File: config.mk
export PLATFORM = sky130hd
export DESIGN_NAME = fpu_cmp_top
export DESIGN_NICKNAME = d
export VERILOG_FILES = /design/src/fpu_cmp_pkg.sv /design/src/fpu_cmp_res_if.sv /design/src/fpu_classify.sv /design/src/fpu_cmp_core.sv /design/src/fpu_cmp_exec.sv /design/src/fpu_cmp_status.sv /design/src/fpu_cmp_top.sv
export VERILOG_INCLUDE_DIRS = /design/src
export SDC_FILE = /design/constraint.sdc
export NUM_CORES = 1
export LEC_CHECK = 0
export BUFFER_PORTS_ARGS = -buffer_cell sky130_fd_sc_hd__buf_2
export CORE_MARGIN = 3
export CORE_UTILIZATION = 55
export DETAILED_ROUTE_END_ITERATION = 8
export PLACE_DENSITY = 0.79
export SLEW_MARGIN = 10
export SYNTH_ARGS = -nofsm -noshare
export SYNTH_HDL_FRONTEND = slang
export SYNTH_SLANG_ARGS = --single-unit
File: constraint.sdc
create_clock -name clk_i -period 6.3 [get_ports clk_i]
set_clock_uncertainty 0.1 [all_clocks]
set_input_delay 0.315 -clock clk_i [delete_from_list [all_inputs] [get_ports clk_i]]
set_output_delay 0.315 -clock clk_i [all_outputs]
set_load 0.05 [all_outputs]
File: src/fpu_cmp_config.svh
// widths of the fp32 word fields and the canonical quiet nan
`ifndef FPU_CMP_CONFIG_SVH
`define FPU_CMP_CONFIG_SVH

// single precision layout
`define FPU_EXP_W 8
`define FPU_MAN_W 23

// full operand word
`define FPU_WORD_W 32

// canonical quiet nan with positive sign and only the top mantissa bit set
`define FPU_QNAN {1'b0, {`FPU_EXP_W{1'b1}}, 1'b1, {(`FPU_MAN_W-1){1'b0}}}

`endif

File: src/fpu_cmp_pkg.sv
// package with the compare operation enum and the fp32 operand union
`default_nettype none

`include "fpu_cmp_config.svh"

package fpu_cmp_pkg;

  // codes 5 to 7 are reserved
  typedef enum logic [2:0] {
    OP_EQ  = 3'd0,
    OP_LT  = 3'd1,
    OP_LE  = 3'd2,
    OP_MIN = 3'd3,
    OP_MAX = 3'd4
  } cmp_op_e;

  // ieee field layout
  typedef struct packed {
    logic                  sign;
    logic [`FPU_EXP_W-1:0] exponent;
    logic [`FPU_MAN_W-1:0] mantissa;
  } fp32_fields_t;

  // sign and magnitude, exponent and mantissa taken as one unsigned number
  typedef struct packed {
    logic                   sign;
    logic [`FPU_WORD_W-2:0] mag;
  } fp32_mag_t;

  typedef union packed {
    fp32_fields_t f;
    fp32_mag_t    m;
  } fp32_u;

endpackage

`default_nettype wire

File: src/fpu_cmp_res_if.sv
// interface for the raw compare and min-max results of the core
`timescale 1ns/1ps
`default_nettype none

`include "fpu_cmp_config.svh"

interface fpu_cmp_res_if;

  logic                   eq;
  logic                   lt;
  logic                   le;
  logic                   lt_le_invalid;
  logic                   eq_invalid;
  logic [`FPU_WORD_W-1:0] min;
  logic [`FPU_WORD_W-1:0] max;
  logic                   min_max_invalid;

  // combinational from the registered operands, no handshake
  modport core (
    output eq, lt, le, lt_le_invalid, eq_invalid,
    output min, max, min_max_invalid
  );

  modport exec (
    input eq, lt, le, lt_le_invalid, eq_invalid,
    input min, max, min_max_invalid
  );

endinterface

`default_nettype wire

File: src/fpu_classify.sv
// fp32 operand classifier for zero, nan, signaling nan, infinity and sign
`timescale 1ns/1ps
`default_nettype none

`include "fpu_cmp_config.svh"

module fpu_classify
  import fpu_cmp_pkg::*;
(
  input  fp32_u operand_i,
  output logic  zero_o,
  output logic  nan_o,
  output logic  sig_nan_o,
  output logic  infty_o,
  output logic  sign_o
);

  logic exp_ones;
  logic exp_zero;
  logic man_zero;

  // field view of the word
  assign exp_ones = &operand_i.f.exponent;
  assign exp_zero = ~|operand_i.f.exponent;
  assign man_zero = ~|operand_i.f.mantissa;

  // both zeros, sign ignored
  assign zero_o = exp_zero & man_zero;

  assign nan_o   = exp_ones & ~man_zero;
  assign infty_o = exp_ones & man_zero;

  // quiet bit is the top mantissa bit
  assign sig_nan_o = nan_o & ~operand_i.f.mantissa[`FPU_MAN_W-1];

  assign sign_o = operand_i.f.sign;

endmodule

`default_nettype wire

File: src/fpu_cmp_core.sv
// combinational fp32 compare and min-max core with invalid detection
`timescale 1ns/1ps
`default_nettype none

`include "fpu_cmp_config.svh"

module fpu_cmp_core
  import fpu_cmp_pkg::*;
(
  input  fp32_u         a_i,
  input  fp32_u         b_i,
  fpu_cmp_res_if.core   res
);

  logic  a_zero;
  logic  a_nan;
  logic  a_snan;
  logic  a_sign;
  logic  b_zero;
  logic  b_nan;
  logic  b_snan;
  logic  b_sign;
  logic  mag_lt;
  logic  same_word;
  logic  eq;
  logic  lt;
  logic  le;
  logic  lt_le_inv;
  logic  eq_inv;
  fp32_u min_w;
  fp32_u max_w;
  logic  mm_inv;

  fpu_classify cls_a (
    .operand_i (a_i),
    .zero_o    (a_zero),
    .nan_o     (a_nan),
    .sig_nan_o (a_snan),
    .infty_o   (),
    .sign_o    (a_sign)
  );

  fpu_classify cls_b (
    .operand_i (b_i),
    .zero_o    (b_zero),
    .nan_o     (b_nan),
    .sig_nan_o (b_snan),
    .infty_o   (),
    .sign_o    (b_sign)
  );

  // magnitude view orders non-nan values of equal sign
  assign mag_lt    = a_i.m.mag < b_i.m.mag;
  assign same_word = a_i == b_i;

  always_comb begin
    eq        = 1'b0;
    lt        = 1'b0;
    le        = 1'b0;
    lt_le_inv = 1'b0;
    eq_inv    = 1'b0;
    if (a_nan | b_nan) begin
      // unordered, quiet nan only traps on ordered compares
      lt_le_inv = 1'b1;
      eq_inv    = a_snan | b_snan;
    end else if (a_zero & b_zero) begin
      eq = 1'b1;
      le = 1'b1;
    end else begin
      eq = same_word;
      case ({a_sign, b_sign})
        2'b00: begin
          lt = mag_lt;
          le = mag_lt | same_word;
        end
        2'b10: begin
          lt = 1'b1;
          le = 1'b1;
        end
        2'b11: begin
          // both negative so larger magnitude is smaller
          lt = ~mag_lt & ~same_word;
          le = ~mag_lt;
        end
        default: begin
          lt = 1'b0;
          le = 1'b0;
        end
      endcase
    end
  end

  always_comb begin
    mm_inv = a_snan | b_snan;
    if (a_nan & b_nan) begin
      min_w = `FPU_QNAN;
      max_w = `FPU_QNAN;
    end else if (a_nan) begin
      min_w = b_i;
      max_w = b_i;
    end else if (b_nan) begin
      min_w = a_i;
      max_w = a_i;
    end else if (a_zero & b_zero) begin
      // -0 is taken as below +0
      min_w = {a_sign | b_sign, {(`FPU_WORD_W-1){1'b0}}};
      max_w = {a_sign & b_sign, {(`FPU_WORD_W-1){1'b0}}};
    end else if (lt) begin
      min_w = a_i;
      max_w = b_i;
    end else begin
      min_w = b_i;
      max_w = a_i;
    end
  end

  assign res.eq              = eq;
  assign res.lt              = lt;
  assign res.le              = le;
  assign res.lt_le_invalid   = lt_le_inv;
  assign res.eq_invalid      = eq_inv;
  assign res.min             = min_w;
  assign res.max             = max_w;
  assign res.min_max_invalid = mm_inv;

endmodule

`default_nettype wire

File: src/fpu_cmp_exec.sv
// two-stage compare pipeline with operand capture and result select by op
`timescale 1ns/1ps
`default_nettype none

`include "fpu_cmp_config.svh"

module fpu_cmp_exec
  import fpu_cmp_pkg::*;
(
  input  logic                   clk_i,
  input  logic                   rst_n_i,
  input  logic                   v_i,
  input  cmp_op_e                op_i,
  input  fp32_u                  a_i,
  input  fp32_u                  b_i,
  output fp32_u                  a_q_o,
  output fp32_u                  b_q_o,
  output logic                   v_o,
  output logic [`FPU_WORD_W-1:0] result_o,
  output logic                   invalid_o,
  fpu_cmp_res_if.exec            res
);

  logic                   v_q;
  cmp_op_e                op_q;
  logic [`FPU_WORD_W-1:0] sel_result;
  logic                   sel_invalid;

  // stage 1 valid
  always_ff @(posedge clk_i) begin
    if (!rst_n_i) begin
      v_q <= 1'b0;
    end else begin
      v_q <= v_i;
    end
  end

  // stage 1 operands and op, loaded on the strobe only
  always_ff @(posedge clk_i) begin
    if (v_i) begin
      a_q_o <= a_i;
      b_q_o <= b_i;
      op_q  <= op_i;
    end
  end

  always_comb begin
    sel_result  = '0;
    sel_invalid = 1'b0;
    case (op_q)
      OP_EQ: begin
        sel_result[0] = res.eq;
        sel_invalid   = res.eq_invalid;
      end
      OP_LT: begin
        sel_result[0] = res.lt;
        sel_invalid   = res.lt_le_invalid;
      end
      OP_LE: begin
        sel_result[0] = res.le;
        sel_invalid   = res.lt_le_invalid;
      end
      OP_MIN: begin
        sel_result  = res.min;
        sel_invalid = res.min_max_invalid;
      end
      OP_MAX: begin
        sel_result  = res.max;
        sel_invalid = res.min_max_invalid;
      end
      // reserved codes give zero, not invalid
      default: sel_result = '0;
    endcase
  end

  // stage 2, result holds between strobes
  always_ff @(posedge clk_i) begin
    if (!rst_n_i) begin
      v_o       <= 1'b0;
      invalid_o <= 1'b0;
      result_o  <= '0;
    end else begin
      v_o       <= v_q;
      invalid_o <= v_q & sel_invalid;
      if (v_q) begin
        result_o <= sel_result;
      end
    end
  end

endmodule

`default_nettype wire

File: src/fpu_cmp_status.sv
// sticky invalid flag and saturating invalid counter with clear strobe
`timescale 1ns/1ps
`default_nettype none

module fpu_cmp_status (
  input  logic       clk_i,
  input  logic       rst_n_i,
  input  logic       v_i,
  input  logic       invalid_i,
  input  logic       clr_i,
  output logic       nv_o,
  output logic [7:0] invalid_cnt_o
);

  logic hit;
  logic cnt_full;

  // only valid results count
  assign hit      = v_i & invalid_i;
  assign cnt_full = &invalid_cnt_o;

  always_ff @(posedge clk_i) begin
    if (!rst_n_i) begin
      nv_o          <= 1'b0;
      invalid_cnt_o <= 8'd0;
    end else if (clr_i) begin
      // clear beats a same-cycle invalid result
      nv_o          <= 1'b0;
      invalid_cnt_o <= 8'd0;
    end else if (hit) begin
      nv_o <= 1'b1;
      if (!cnt_full) begin
        invalid_cnt_o <= invalid_cnt_o + 8'd1;
      end
    end
  end

endmodule

`default_nettype wire

File: src/fpu_cmp_top.sv
// top level of the fp32 compare unit joining exec, core and status
`timescale 1ns/1ps
`default_nettype none

`include "fpu_cmp_config.svh"

module fpu_cmp_top
  import fpu_cmp_pkg::*;
(
  input  logic                   clk_i,
  input  logic                   rst_n_i,
  input  logic                   v_i,
  input  logic [2:0]             op_i,
  input  logic [`FPU_WORD_W-1:0] a_i,
  input  logic [`FPU_WORD_W-1:0] b_i,
  input  logic                   flags_clr_i,
  output logic                   v_o,
  output logic [`FPU_WORD_W-1:0] result_o,
  output logic                   invalid_o,
  output logic                   flags_nv_o,
  output logic [7:0]             invalid_cnt_o
);

  // registered operands into the core
  fp32_u a_q;
  fp32_u b_q;

  fpu_cmp_res_if res_if0 ();

  fpu_cmp_exec exec0 (
    .clk_i     (clk_i),
    .rst_n_i   (rst_n_i),
    .v_i       (v_i),
    .op_i      (cmp_op_e'(op_i)),
    .a_i       (a_i),
    .b_i       (b_i),
    .a_q_o     (a_q),
    .b_q_o     (b_q),
    .v_o       (v_o),
    .result_o  (result_o),
    .invalid_o (invalid_o),
    .res       (res_if0.exec)
  );

  fpu_cmp_core core0 (
    .a_i (a_q),
    .b_i (b_q),
    .res (res_if0.core)
  );

  fpu_cmp_status status0 (
    .clk_i         (clk_i),
    .rst_n_i       (rst_n_i),
    .v_i           (v_o),
    .invalid_i     (invalid_o),
    .clr_i         (flags_clr_i),
    .nv_o          (flags_nv_o),
    .invalid_cnt_o (invalid_cnt_o)
  );

endmodule

`default_nettype wire

After elaboration in Yosys (flattened, before gate mapping)
Index checks and enable logic that the tools add are counted.
{"block": "totals", "in_bits": 71, "register_bits": 111}
{"block": "op_classes", "bitwise": 22, "n_mux": 23, "reduce_logical": 17, "magnitude_cmp": 1, "add_sub_neg": 1, "n_eq_ne": 7}
{"op": "two-way mux 32 bit", "count": 10}
{"op": "one-hot mux 31 bit (2 select lines)", "count": 1}
{"op": "OR reduction 23 bit", "count": 2}
{"op": "equality test 32 bit", "count": 1}
{"op": "less-than comparator 31 bit", "count": 1}
{"op": "AND reduction 8 bit", "count": 3}
{"op": "OR reduction 8 bit", "count": 2}
{"op": "bitwise AND 1 bit", "count": 12}
{"op": "one-hot mux 1 bit (3 select lines)", "count": 3}
{"op": "adder 8 x 1 -> 8 bit (second input constant)", "count": 1}
{"op": "two-way mux 1 bit", "count": 8}
{"op": "equality test 3 x 2 -> 1 bit (second input constant)", "count": 2}
{"op": "inverter 1 bit", "count": 6}
{"op": "OR reduction 2 bit", "count": 3}
{"op": "one-hot mux 1 bit (5 select lines)", "count": 1}
{"op": "equality test 2 bit (second input constant)", "count": 2}
{"op": "logical NOT 1 bit", "count": 4}
{"op": "OR 1 bit", "count": 4}
{"op": "equality test 3 x 1 -> 1 bit (second input constant)", "count": 1}
{"op": "equality test 3 bit (second input constant)", "count": 1}
{"op": "logical NOT 3 bit", "count": 1}
{"op": "logical NOT 2 bit", "count": 1}
{"op": "AND reduction 2 bit", "count": 1}

Depth between registers and ports, before layout
Gate-level depths: netlist (run 1).
{"block": "depth", "ltp_word": 12, "mapped_depth": 13}

Hierarchy
A second synthesis (run 1) with hierarchy kept.
{"block": "hier_totals", "hier_cells": 639, "hier_area_um2": 6487.5}
{"mod": "fpu_cmp_exec", "instances": 1, "seq_area_each_um2": 2712.6, "cells_each": 235, "area_each_um2": 3524.6}
{"mod": "fpu_cmp_core", "instances": 1, "seq_area_each_um2": 0.0, "cells_each": 313, "area_each_um2": 2243.4}
{"mod": "fpu_cmp_status", "instances": 1, "seq_area_each_um2": 180.2, "cells_each": 49, "area_each_um2": 429.2}
{"mod": "fpu_classify", "instances": 2, "seq_area_each_um2": 0.0, "cells_each": 21, "area_each_um2": 145.1}

Worst setup path after synthesis (run 1)
Ideal clock, no wire load.
{"block": "synth_timing", "path_type": "register -> register", "start": "reg exec0.a_q_o[4] (netlist name)", "end": "reg exec0.result_o[24]", "period_less_slack_ps": 2957, "path_stages_with_launch": 12, "n_path_buf": 1, "t_arrival_ps": 2739, "setup_time_ps": 117, "slack_ps": 3343, "cell_sequence": "edfxtp_1 ha_1 a211oi_1 nor2_1 o31a_1 o21a_1 o31a_2 and3_4 or2_1 buf_6 a22o_1 a32o_1"}
{"block": "synth_between", "elab_chain_cells": 12}
{"item": "start, declared", "line_no": "fpu_cmp_exec.sv:16", "source": "output fp32_u a_q_o,"}
{"item": "start signal, assigned", "line_no": "fpu_cmp_exec.sv:41", "source": "a_q_o <= a_i;"}
{"item": "less-than comparator 31 bit (tied with other cells)", "line_no": "fpu_cmp_core.sv:53", "source": "assign mag_lt = a_i.m.mag < b_i.m.mag;"}
{"item": "inverter 1 bit or logical NOT 1 bit (tied branches)", "line_no": "fpu_cmp_core.sv:82, fpu_classify.sv:25"}
{"item": "bitwise AND 1 bit (on tied branches)", "line_no": "fpu_cmp_core.sv:82, fpu_classify.sv:28"}
{"item": "one-hot mux 1 bit (3 select lines) or bitwise AND 1 bit (tied branches)", "line_no": "fpu_cmp_core.sv:71, fpu_cmp_core.sv:66, fpu_cmp_core.sv:104"}
{"item": "two-way mux 1 bit", "line_no": "fpu_cmp_core.sv:66", "source": "end else if (a_zero & b_zero) begin"}
{"item": "two-way mux 1 bit", "line_no": "fpu_cmp_core.sv:62", "source": "if (a_nan | b_nan) begin"}
{"item": "two-way mux 32 bit", "line_no": "fpu_cmp_core.sv:108", "source": "end else if (lt) begin"}
{"item": "two-way mux 32 bit", "line_no": "fpu_cmp_core.sv:104", "source": "end else if (a_zero & b_zero) begin"}
{"item": "two-way mux 32 bit", "line_no": "fpu_cmp_core.sv:101", "source": "end else if (b_nan) begin"}
{"item": "two-way mux 32 bit", "line_no": "fpu_cmp_core.sv:98", "source": "end else if (a_nan) begin"}
{"item": "two-way mux 32 bit", "line_no": "fpu_cmp_core.sv:95", "source": "if (a_nan & b_nan) begin"}
{"item": "one-hot mux 31 bit (2 select lines) *", "line_no": "fpu_cmp_exec.sv:50", "source": "case (op_q)"}
{"item": "end signal, assigned", "line_no": "fpu_cmp_exec.sv:86", "source": "result_o <= sel_result;"}
{"item": "end, declared", "line_no": "fpu_cmp_exec.sv:19", "source": "output logic [`FPU_WORD_W-1:0] result_o,"}
Mark *: on every way between the ends. The rest lies on a longest branch, timed or not.
A chain may end at the register's enable or synchronous reset.

Worst setup path after layout (run 1)
{"block": "layout_timing", "start": "reg exec0.b_q_o[29] (netlist name)", "end": "reg exec0.result_o[18]"}
{"block": "layout_between", "elab_chain_cells": 12}
{"item": "start, declared", "line_no": "fpu_cmp_exec.sv:17", "source": "output fp32_u b_q_o,"}
{"item": "start signal, assigned", "line_no": "fpu_cmp_exec.sv:42", "source": "b_q_o <= b_i;"}
{"item": "less-than comparator 31 bit (tied with other cells)", "line_no": "fpu_cmp_core.sv:53"}
{"item": "inverter 1 bit or logical NOT 1 bit (tied branches)", "line_no": "fpu_cmp_core.sv:82, fpu_classify.sv:24"}
{"item": "bitwise AND 1 bit (on tied branches)", "line_no": "fpu_cmp_core.sv:82, fpu_classify.sv:28"}
{"item": "one-hot mux 1 bit (3 select lines) or bitwise AND 1 bit (tied branches)", "line_no": "fpu_cmp_core.sv:71, fpu_cmp_core.sv:66, fpu_cmp_core.sv:104"}
{"item": "two-way mux 1 bit", "line_no": "fpu_cmp_core.sv:66"}
{"item": "two-way mux 1 bit", "line_no": "fpu_cmp_core.sv:62"}
{"item": "two-way mux 32 bit", "line_no": "fpu_cmp_core.sv:108"}
{"item": "two-way mux 32 bit", "line_no": "fpu_cmp_core.sv:104"}
{"item": "two-way mux 32 bit", "line_no": "fpu_cmp_core.sv:101"}
{"item": "two-way mux 32 bit", "line_no": "fpu_cmp_core.sv:98"}
{"item": "two-way mux 32 bit", "line_no": "fpu_cmp_core.sv:95"}
{"item": "one-hot mux 31 bit (2 select lines) *", "line_no": "fpu_cmp_exec.sv:50"}
Marked as above.

==> impl_metrics.py, run 1 <==
metrics = {
    "routing": {
        "vias_per_cell": 6.26,
        "post_drt_wl_per_cell_um": 19.3,
        "ant_nets": 0,
        "drc": 0,
        "num_vias": 5993,
        "first_pass_iters": 6,
        "wirelength_um": 18500,
        "drt_iter0_drc": 631,
    },
    "worst_setup_path": {
        "startpoint_type": "flop",
        "cp.required_ns": 6.53,
        "path_cells": "inv_1, or4_4, o21ba_1, nor4_1, o31a_2, a21oi_1, or2_1, a31oi_1, a31oi_1",
        "cpMostUsedCell": "a31oi_1",
        "critPathCaptureType": "flop",
        "critical-path-top-delay-family": "compound AO/OA/AOI/OAI gates",
        "worstPathArrival_ns": 4.25,
        "crit_type": "flop to flop",
        "cpPeakStageDelay_ns": 0.97,
        "path_buf_inv": 1,
        "critPathSlowestCell": "o21ba_1",
        "crit_fanout": 26,
    },
    "clock_tree": {
        "cts_root_buf": "clkbuf_8",
        "cts-resized-gates": 0,
        "cts_tree": "built",
        "ctsHoldBuffers": 65,
        "clkTransAtPathRegs_ns": 0.11,
        "max-clock-path-buffers": 2,
        "h-tree-depth": 3,
        "cts.sinks": 111,
        "worstSkewPairLatency_ns": 0.41,
        "cts_setup_buffers": 0,
        "cts_inserted_buffers": 9,
    },
    "final_layout": {
        "syn_to_final_growth_pct": 24.2,
        "num_antenna_cells": 0,
        "final_cells": 957,
        "drive_gt1_share_pct": 17.8,
        "fill_cells": 790,
        "fin_util_pct": 71.8,
        "final_area_um2": 7610,
        "finalNetCount": 923,
    },
    "pwr": {
        "power.density_nw_per_um2": 215,
        "p_leak_nw": 3.07,
        "totalPowerFinal_w": 0.00164,
        "vdd_ir_drop_max_mv": 0.270,
    },
    "floorplanning": {
        "fp.dieH_um": 112,
        "die_area_um2": 12400,
        "die_w_um": 112,
        "coreArea_um2": 10600,
        "rows": 37,
        "start_util_pct": 57.8,
        "io_pins": 114,
    },
    "global_routing": {
        "grt_overflow": 0,
        "grtUsageTotal_pct": 29.4,
        "antenna_found_initial": 0,
        "grt_pass1_wl_um": 29500,
        "grt_max_degree": 69,
        "grt_pass1_vias": 5860,
    },
    "synthesis": {
        "synth_area_um2": 6130,
        "yosysWarningCount": 0,
        "synth_nets": 763,
        "synth_edf_count": 67,
        "yosys.cell_types.count": 58,
        "muxShareOfSynthArea_pct": 0.184,
        "synth_top_area_cell": "edfxtp_1",
        "synth-xor-area-share_pct": 0.572,
        "yosysTopAreaCellShare_pct": 32.8,
        "synth_top_family_by_area": "compound AO/OA/AOI/OAI gates",
        "synthAdderAreaFrac_pct": 7.35,
        "avgSynthCellArea_um2": 9.34,
        "synthTopCellsByArea": "edfxtp_1 33%, dfxtp_1 14%, ha_1 7.3%",
        "synthSimpleGateAreaFrac_pct": 15.3,
        "yosysSeqAreaShare_pct": 47.2,
        "synth_compound_area_share_pct": 24.7,
        "async_reset_ff_share_pct": 0,
        "synth_common_cells": "67 x edfxtp_1, 67 x nor2_1, 63 x o21ai_0, 51 x nand2_1, 44 x dfxtp_1",
        "ys_ff_latch": 111,
        "synthFlopType": "edfxtp_1",
        "synthCells": 656,
    },
    "min_path": {
        "hold_class": "primary input to flop",
    },
    "placement": {
        "hpwlAfterDp_um": 11900,
        "port_buffers": 113,
        "dpl-instance-area_um2": 6760,
        "place_congestion": 0.964,
        "dp.cells": 875,
    },
    "sta": {
        "drv_slew": 0,
        "relSlewSlack_pct": 22.2,
        "worst_pin_slew_ns": 1.17,
        "setup_tns_ns": 0,
        "hold_viol": 0,
        "setup_viol": 0,
        "fmax_mhz": 249,
        "min_period_over_period_pct": 63.9,
        "final.min_clock_period_ns": 4.02,
        "rsz0062_at_grt": "no",
    },
    "flow_run": {
        "maxCapViolCount": 0,
    },
    "outcome": {
        "status": "completed",
    },
}
[cell usage in the layout (no fill, tap or decap), drive strengths merged, types with 15 or more instances in the layout]
cell / Yosys / layout
o31a: 20 / 20
o21ai: 64 / 64
nor4: 17 / 17
a22oi: 21 / 21
ha: 36 / 36
dfxtp: 44 / 44
edfxtp: 67 / 67
nand2: 51 / 51
a31oi: 31 / 31
buf: 9 / 120
nand4: 15 / 15
dlygate4sd3: 0 / 66
nor2: 67 / 67
o22ai: 20 / 20
a21oi: 43 / 43
inv: 34 / 39
[worst paths after layout]
path | start | endpoint | cells past startpoint | slack [ns]
min | a_i[4] | exec0.a_q_o[4] | 1 | 0.03
max | exec0.b_q_o[29] | exec0.result_o[18] | 9 | 2.28
min reg2reg | status0.nv_o | status0.nv_o | 2 | 0.38
max reg2reg | exec0.b_q_o[29] | exec0.result_o[18] | 9 | 2.28
[kinds of logic after synthesis]
logic type,Yosys count
adders and majority gates,36
buffers and inverters,72
and+or+nand+nor,195
DFF,111
AOI/OAI and AO/OA,237
xor gates and xnor gates,4
muxes,1
[metrics by stage]
| step | setup WS (ns) | hold slack, ns |
|---|---|---|
| floorplan | 3.34 | 0.314 |
| global placement | 2.48 | 0.352 |
| detailed placement | 2.36 | 0.365 |
| CTS | 2.36 | 0.00521 |
| global route | 2.10 | 0.0134 |
| finish | 2.28 | 0.0304 |
[flip-flops by register name, indices dropped and copies added, names as in the netlist]
register,flops
exec0.a_q_o,32
exec0.b_q_o,32
exec0.v_q,1
exec0.v_o,1
status0.invalid_cnt_o,8
exec0.op_q,3
exec0.result_o,32
status0.nv_o,1
exec0.invalid_o,1
[layer usage]
layer	GRT usage [%]	up-vias	wire length (µm)
li1	-	2815	-
met1	37.2	2777	7330
met2	49.6	360	8920
met3	7.61	41	1810
met4	9.33	0	391
met5	0	-	0
[power by group]
part / leakage, nW / internal [W] / switching (W) / total [W]
sequential: 1.02 / 0.000824 / 0.0000574 / 0.000881
combinational: 1.96 / 0.000135 / 0.000200 / 0.000335
clock: 0.0957 / 0.000155 / 0.000267 / 0.000422
[layout make-up]
type                    count  area, µm²  share of cell area [%]
clock buffers              10        128                    1.68
clock inverters             6       57.6                   0.756
repair buffers            186       1280                    16.8
flip-flops and latches    111       2890                    38.0
well taps                 136        170                    2.24
multi-input cells         473       2950                    38.8
inverters                  35        131                    1.73
No activity file was read; power rests on OpenSTA's default activity.
==> inputs of run 2 (changes only) <==
Settings changed: ABC_AREA set to 1, PLACE_DENSITY 0.79 to 0.78.
Clock period 6.3 ns to 4 ns, I/O delays scaled along.
==> run 2 against run 1 <==
First-iteration DRC count is 14% lower. Non-clock buffer count is 6 higher. Critical path depth is 8 higher. Worst setup slack worse by 1.6 ns. Sequential power is 54% higher. Count of clock-buffer cells in the layout is 1 lower. Area after synthesis is 8.4% higher.
==> impl_metrics.py, run 2 <==
metrics = {
    "final_layout": {
        "fin_util_pct": 71.4,
        "drive_gt1_share_pct": 18.0,
        "final_common_cell": "nand2_1",
        "final_area_um2": 8290,
        "syn_to_final_growth_pct": 24.7,
        "reg_top3": "exec0.a_q_o (32), exec0.b_q_o (32), exec0.result_o (32)",
        "finalNetCount": 1124,
        "layout_common_cells": "213 x nand2_1, 113 x buf_2, 110 x a21oi_1, 81 x inv_1",
        "num_antenna_cells": 0,
        "final_cells": 1165,
    },
    "worst_setup_path": {
        "critPathSlowestCell": "edfxtp_1",
        "path_buf_inv": 1,
        "cp.required_ns": 4.13,
        "worstPathArrival_ns": 3.44,
        "crit_type": "flop to flop",
        "critical-path-top-delay-family": "simple AND/OR/NAND/NOR gates",
        "rrSetupSlack_ns": 0.70,
        "crit_fanout": 66,
        "cpMostUsedCell": "nand2_1",
        "r2r-start": "exec0.a_q_o[30]",
        "cpPeakStageDelay_ns": 0.50,
        "critPathCaptureType": "flop",
        "startpoint_type": "flop",
        "r2r-end": "exec0.result_o[9]",
        "path_cells": "ha_1, nand2_1, nor2_1, nand4_1, nor2_1, nand4_1, nand3_1, nand3_1, nand2_4, buf_12, nand2_1, o211ai_1, nand2_1, nand3_1, nand2_1, nand2_1, a21oi_2",
        "ff2ff_path_depth": 17,
    },
    "floorplanning": {
        "coreArea_um2": 11600,
        "die_area_um2": 13400,
        "rows": 39,
        "die_w_um": 116,
        "start_util_pct": 57.2,
        "io_pins": 114,
        "fp.dieH_um": 116,
    },
    "sta": {
        "hold_viol": 0,
        "rsz0062_at_grt": "no",
        "setup_viol": 0,
        "drv_slew": 0,
        "setup_ws_ns": 0.696,
        "fmax_mhz": 303,
        "relSlewSlack_pct": 36.8,
        "final.min_clock_period_ns": 3.30,
        "setup_tns_ns": 0,
        "min_period_over_period_pct": 82.6,
        "worst_pin_slew_ns": 0.946,
    },
    "routing": {
        "vias_per_cell": 5.52,
        "ant_nets": 0,
        "num_vias": 6435,
        "drt_iter0_drc": 542,
        "post_drt_wl_per_cell_um": 15.3,
        "drc": 0,
        "first_pass_iters": 7,
        "wirelength_um": 17900,
    },
    "clock_tree": {
        "cts_inserted_buffers": 9,
        "cts_setup_buffers": 0,
        "cts_root_buf": "clkbuf_16",
        "cts_tree": "built",
        "h-tree-depth": 3,
        "max-clock-path-buffers": 2,
        "worstSkewPairLatency_ns": 0.37,
        "cts.sinks": 111,
        "clkTransAtPathRegs_ns": 0.07,
    },
    "global_routing": {
        "grt_most_used_layer": "met2",
        "grt_pass1_wl_um": 29200,
        "antenna_found_initial": 0,
        "grt_overflow": 0,
        "grt_max_degree": 67,
        "grtUsageTotal_pct": 27.6,
        "met3_usage_pct": 5.90,
        "grt_pass1_vias": 6059,
        "grtUsageMet1_pct": 35.6,
        "use_met2_pct": 46.7,
    },
    "synthesis": {
        "synthTopCellsByArea": "edfxtp_1 30%, dfxtp_1 13%, nand2_1 12%",
        "synth_top_area_cell": "edfxtp_1",
        "yosysWarningCount": 0,
        "avgSynthCellArea_um2": 7.80,
        "synthFlopType": "edfxtp_1",
        "ys_ff_latch": 111,
        "yosysTopAreaCellShare_pct": 30.3,
        "async_reset_ff_share_pct": 0,
        "synth.most_common_cell": "nand2_1",
        "synth_common_cells": "213 x nand2_1, 110 x a21oi_1, 81 x inv_1, 67 x edfxtp_1, 49 x o21ai_0",
        "synthCells": 852,
        "yosys.cell_types.count": 36,
        "synth_edf_count": 67,
        "synth_nets": 959,
        "yosysSeqAreaShare_pct": 43.5,
        "synth_area_um2": 6640,
    },
    "min_path": {
        "hold_class": "primary input to flop",
        "hold_depth": 3,
        "holdPathEnd": "exec0.v_q",
        "hold_start": "rst_n_i",
    },
    "placement": {
        "dpl-instance-area_um2": 7300,
        "dp.cells": 1082,
        "port_buffers": 113,
        "post-place-ws_ns": 0.771,
        "hpwlAfterDp_um": 11500,
        "place_congestion": 0.921,
    },
    "pwr": {
        "p_leak_nw": 3.79,
        "vdd_ir_drop_max_mv": 0.353,
        "power.density_nw_per_um2": 350,
    },
    "outcome": {
        "status": "completed",
    },
    "flow_run": {
        "maxCapViolCount": 0,
    },
}
run 2: report_power, final:
part	switching [W]	total, W	internal (W)	leakage [nW]
Clock	0.000416	0.000966	0.000551	0.156
Combinational	0.000357	0.000570	0.000213	2.62
Sequential	0.0000740	0.00136	0.00129	1.01
run 2: area by class of cell:
cell class                 count  area [µm²]
fill                         909        3330
multi-input combinational    601        3170
sequential                   111        2890
timing repair buffer         192        1340
inverter                     102         383
clock buffer                   9         225
tap                          143         179
clock inverter                 7        95.1
run 2: kinds of logic after synthesis:
group,share of synthesized area (%)
DFF,43.5
buffers and inverters,8.78
adders and majority gates,6.78
and+or+nand+nor,20.9
AOI/OAI and AO/OA,20.0
run 2: worst min-delay path: cells and delay by family:
family,cells,cell delay (ns)
simple gates,1,0.08
buf+inv,2,0.21
run 2: worst max path at each step:
stage | startpoint | to | slack [ns] | cells after the start
after global routing | exec0.a_q_o[30] | exec0.result_o[0] | 0.35 | 19
after floorplan | exec0.a_q_o[30] | exec0.result_o[12] | 1.50 | 18
after CTS | exec0.a_q_o[30] | exec0.result_o[0] | 0.76 | 19
final | exec0.a_q_o[30] | exec0.result_o[9] | 0.70 | 17
after global placement | exec0.a_q_o[30] | exec0.result_o[0] | 0.88 | 19
after detailed placement | exec0.a_q_o[30] | exec0.result_o[0] | 0.77 | 19
run 2: layer usage:
| metal | up-vias | routed length (µm) | part of all wire (%) |
|---|---|---|---|
| met5 | - | 0 | 0 |
| met4 | 0 | 255 | 1.4 |
| met3 | 29 | 1350 | 7.6 |
| met2 | 264 | 8650 | 48 |
| met1 | 2900 | 7610 | 43 |
| li1 | 3242 | - | - |
run 2: repair_timing:
action                    in CTS  in global routing
gates resized for setup        0                  0
hold endpoints to repair      67                  0
hold buffers                  67                  0
run 2: metrics by stage:
stage,power [W],hold WS (ns)
6_report,0.00290,0.0693
5_1_grt,0.00305,0.0708
4_1_cts,0.00291,0.0545
3_5_place_dp,0.00190,0.278
3_3_place_gp,0.00189,0.276
2_1_floorplan,0.00175,0.198
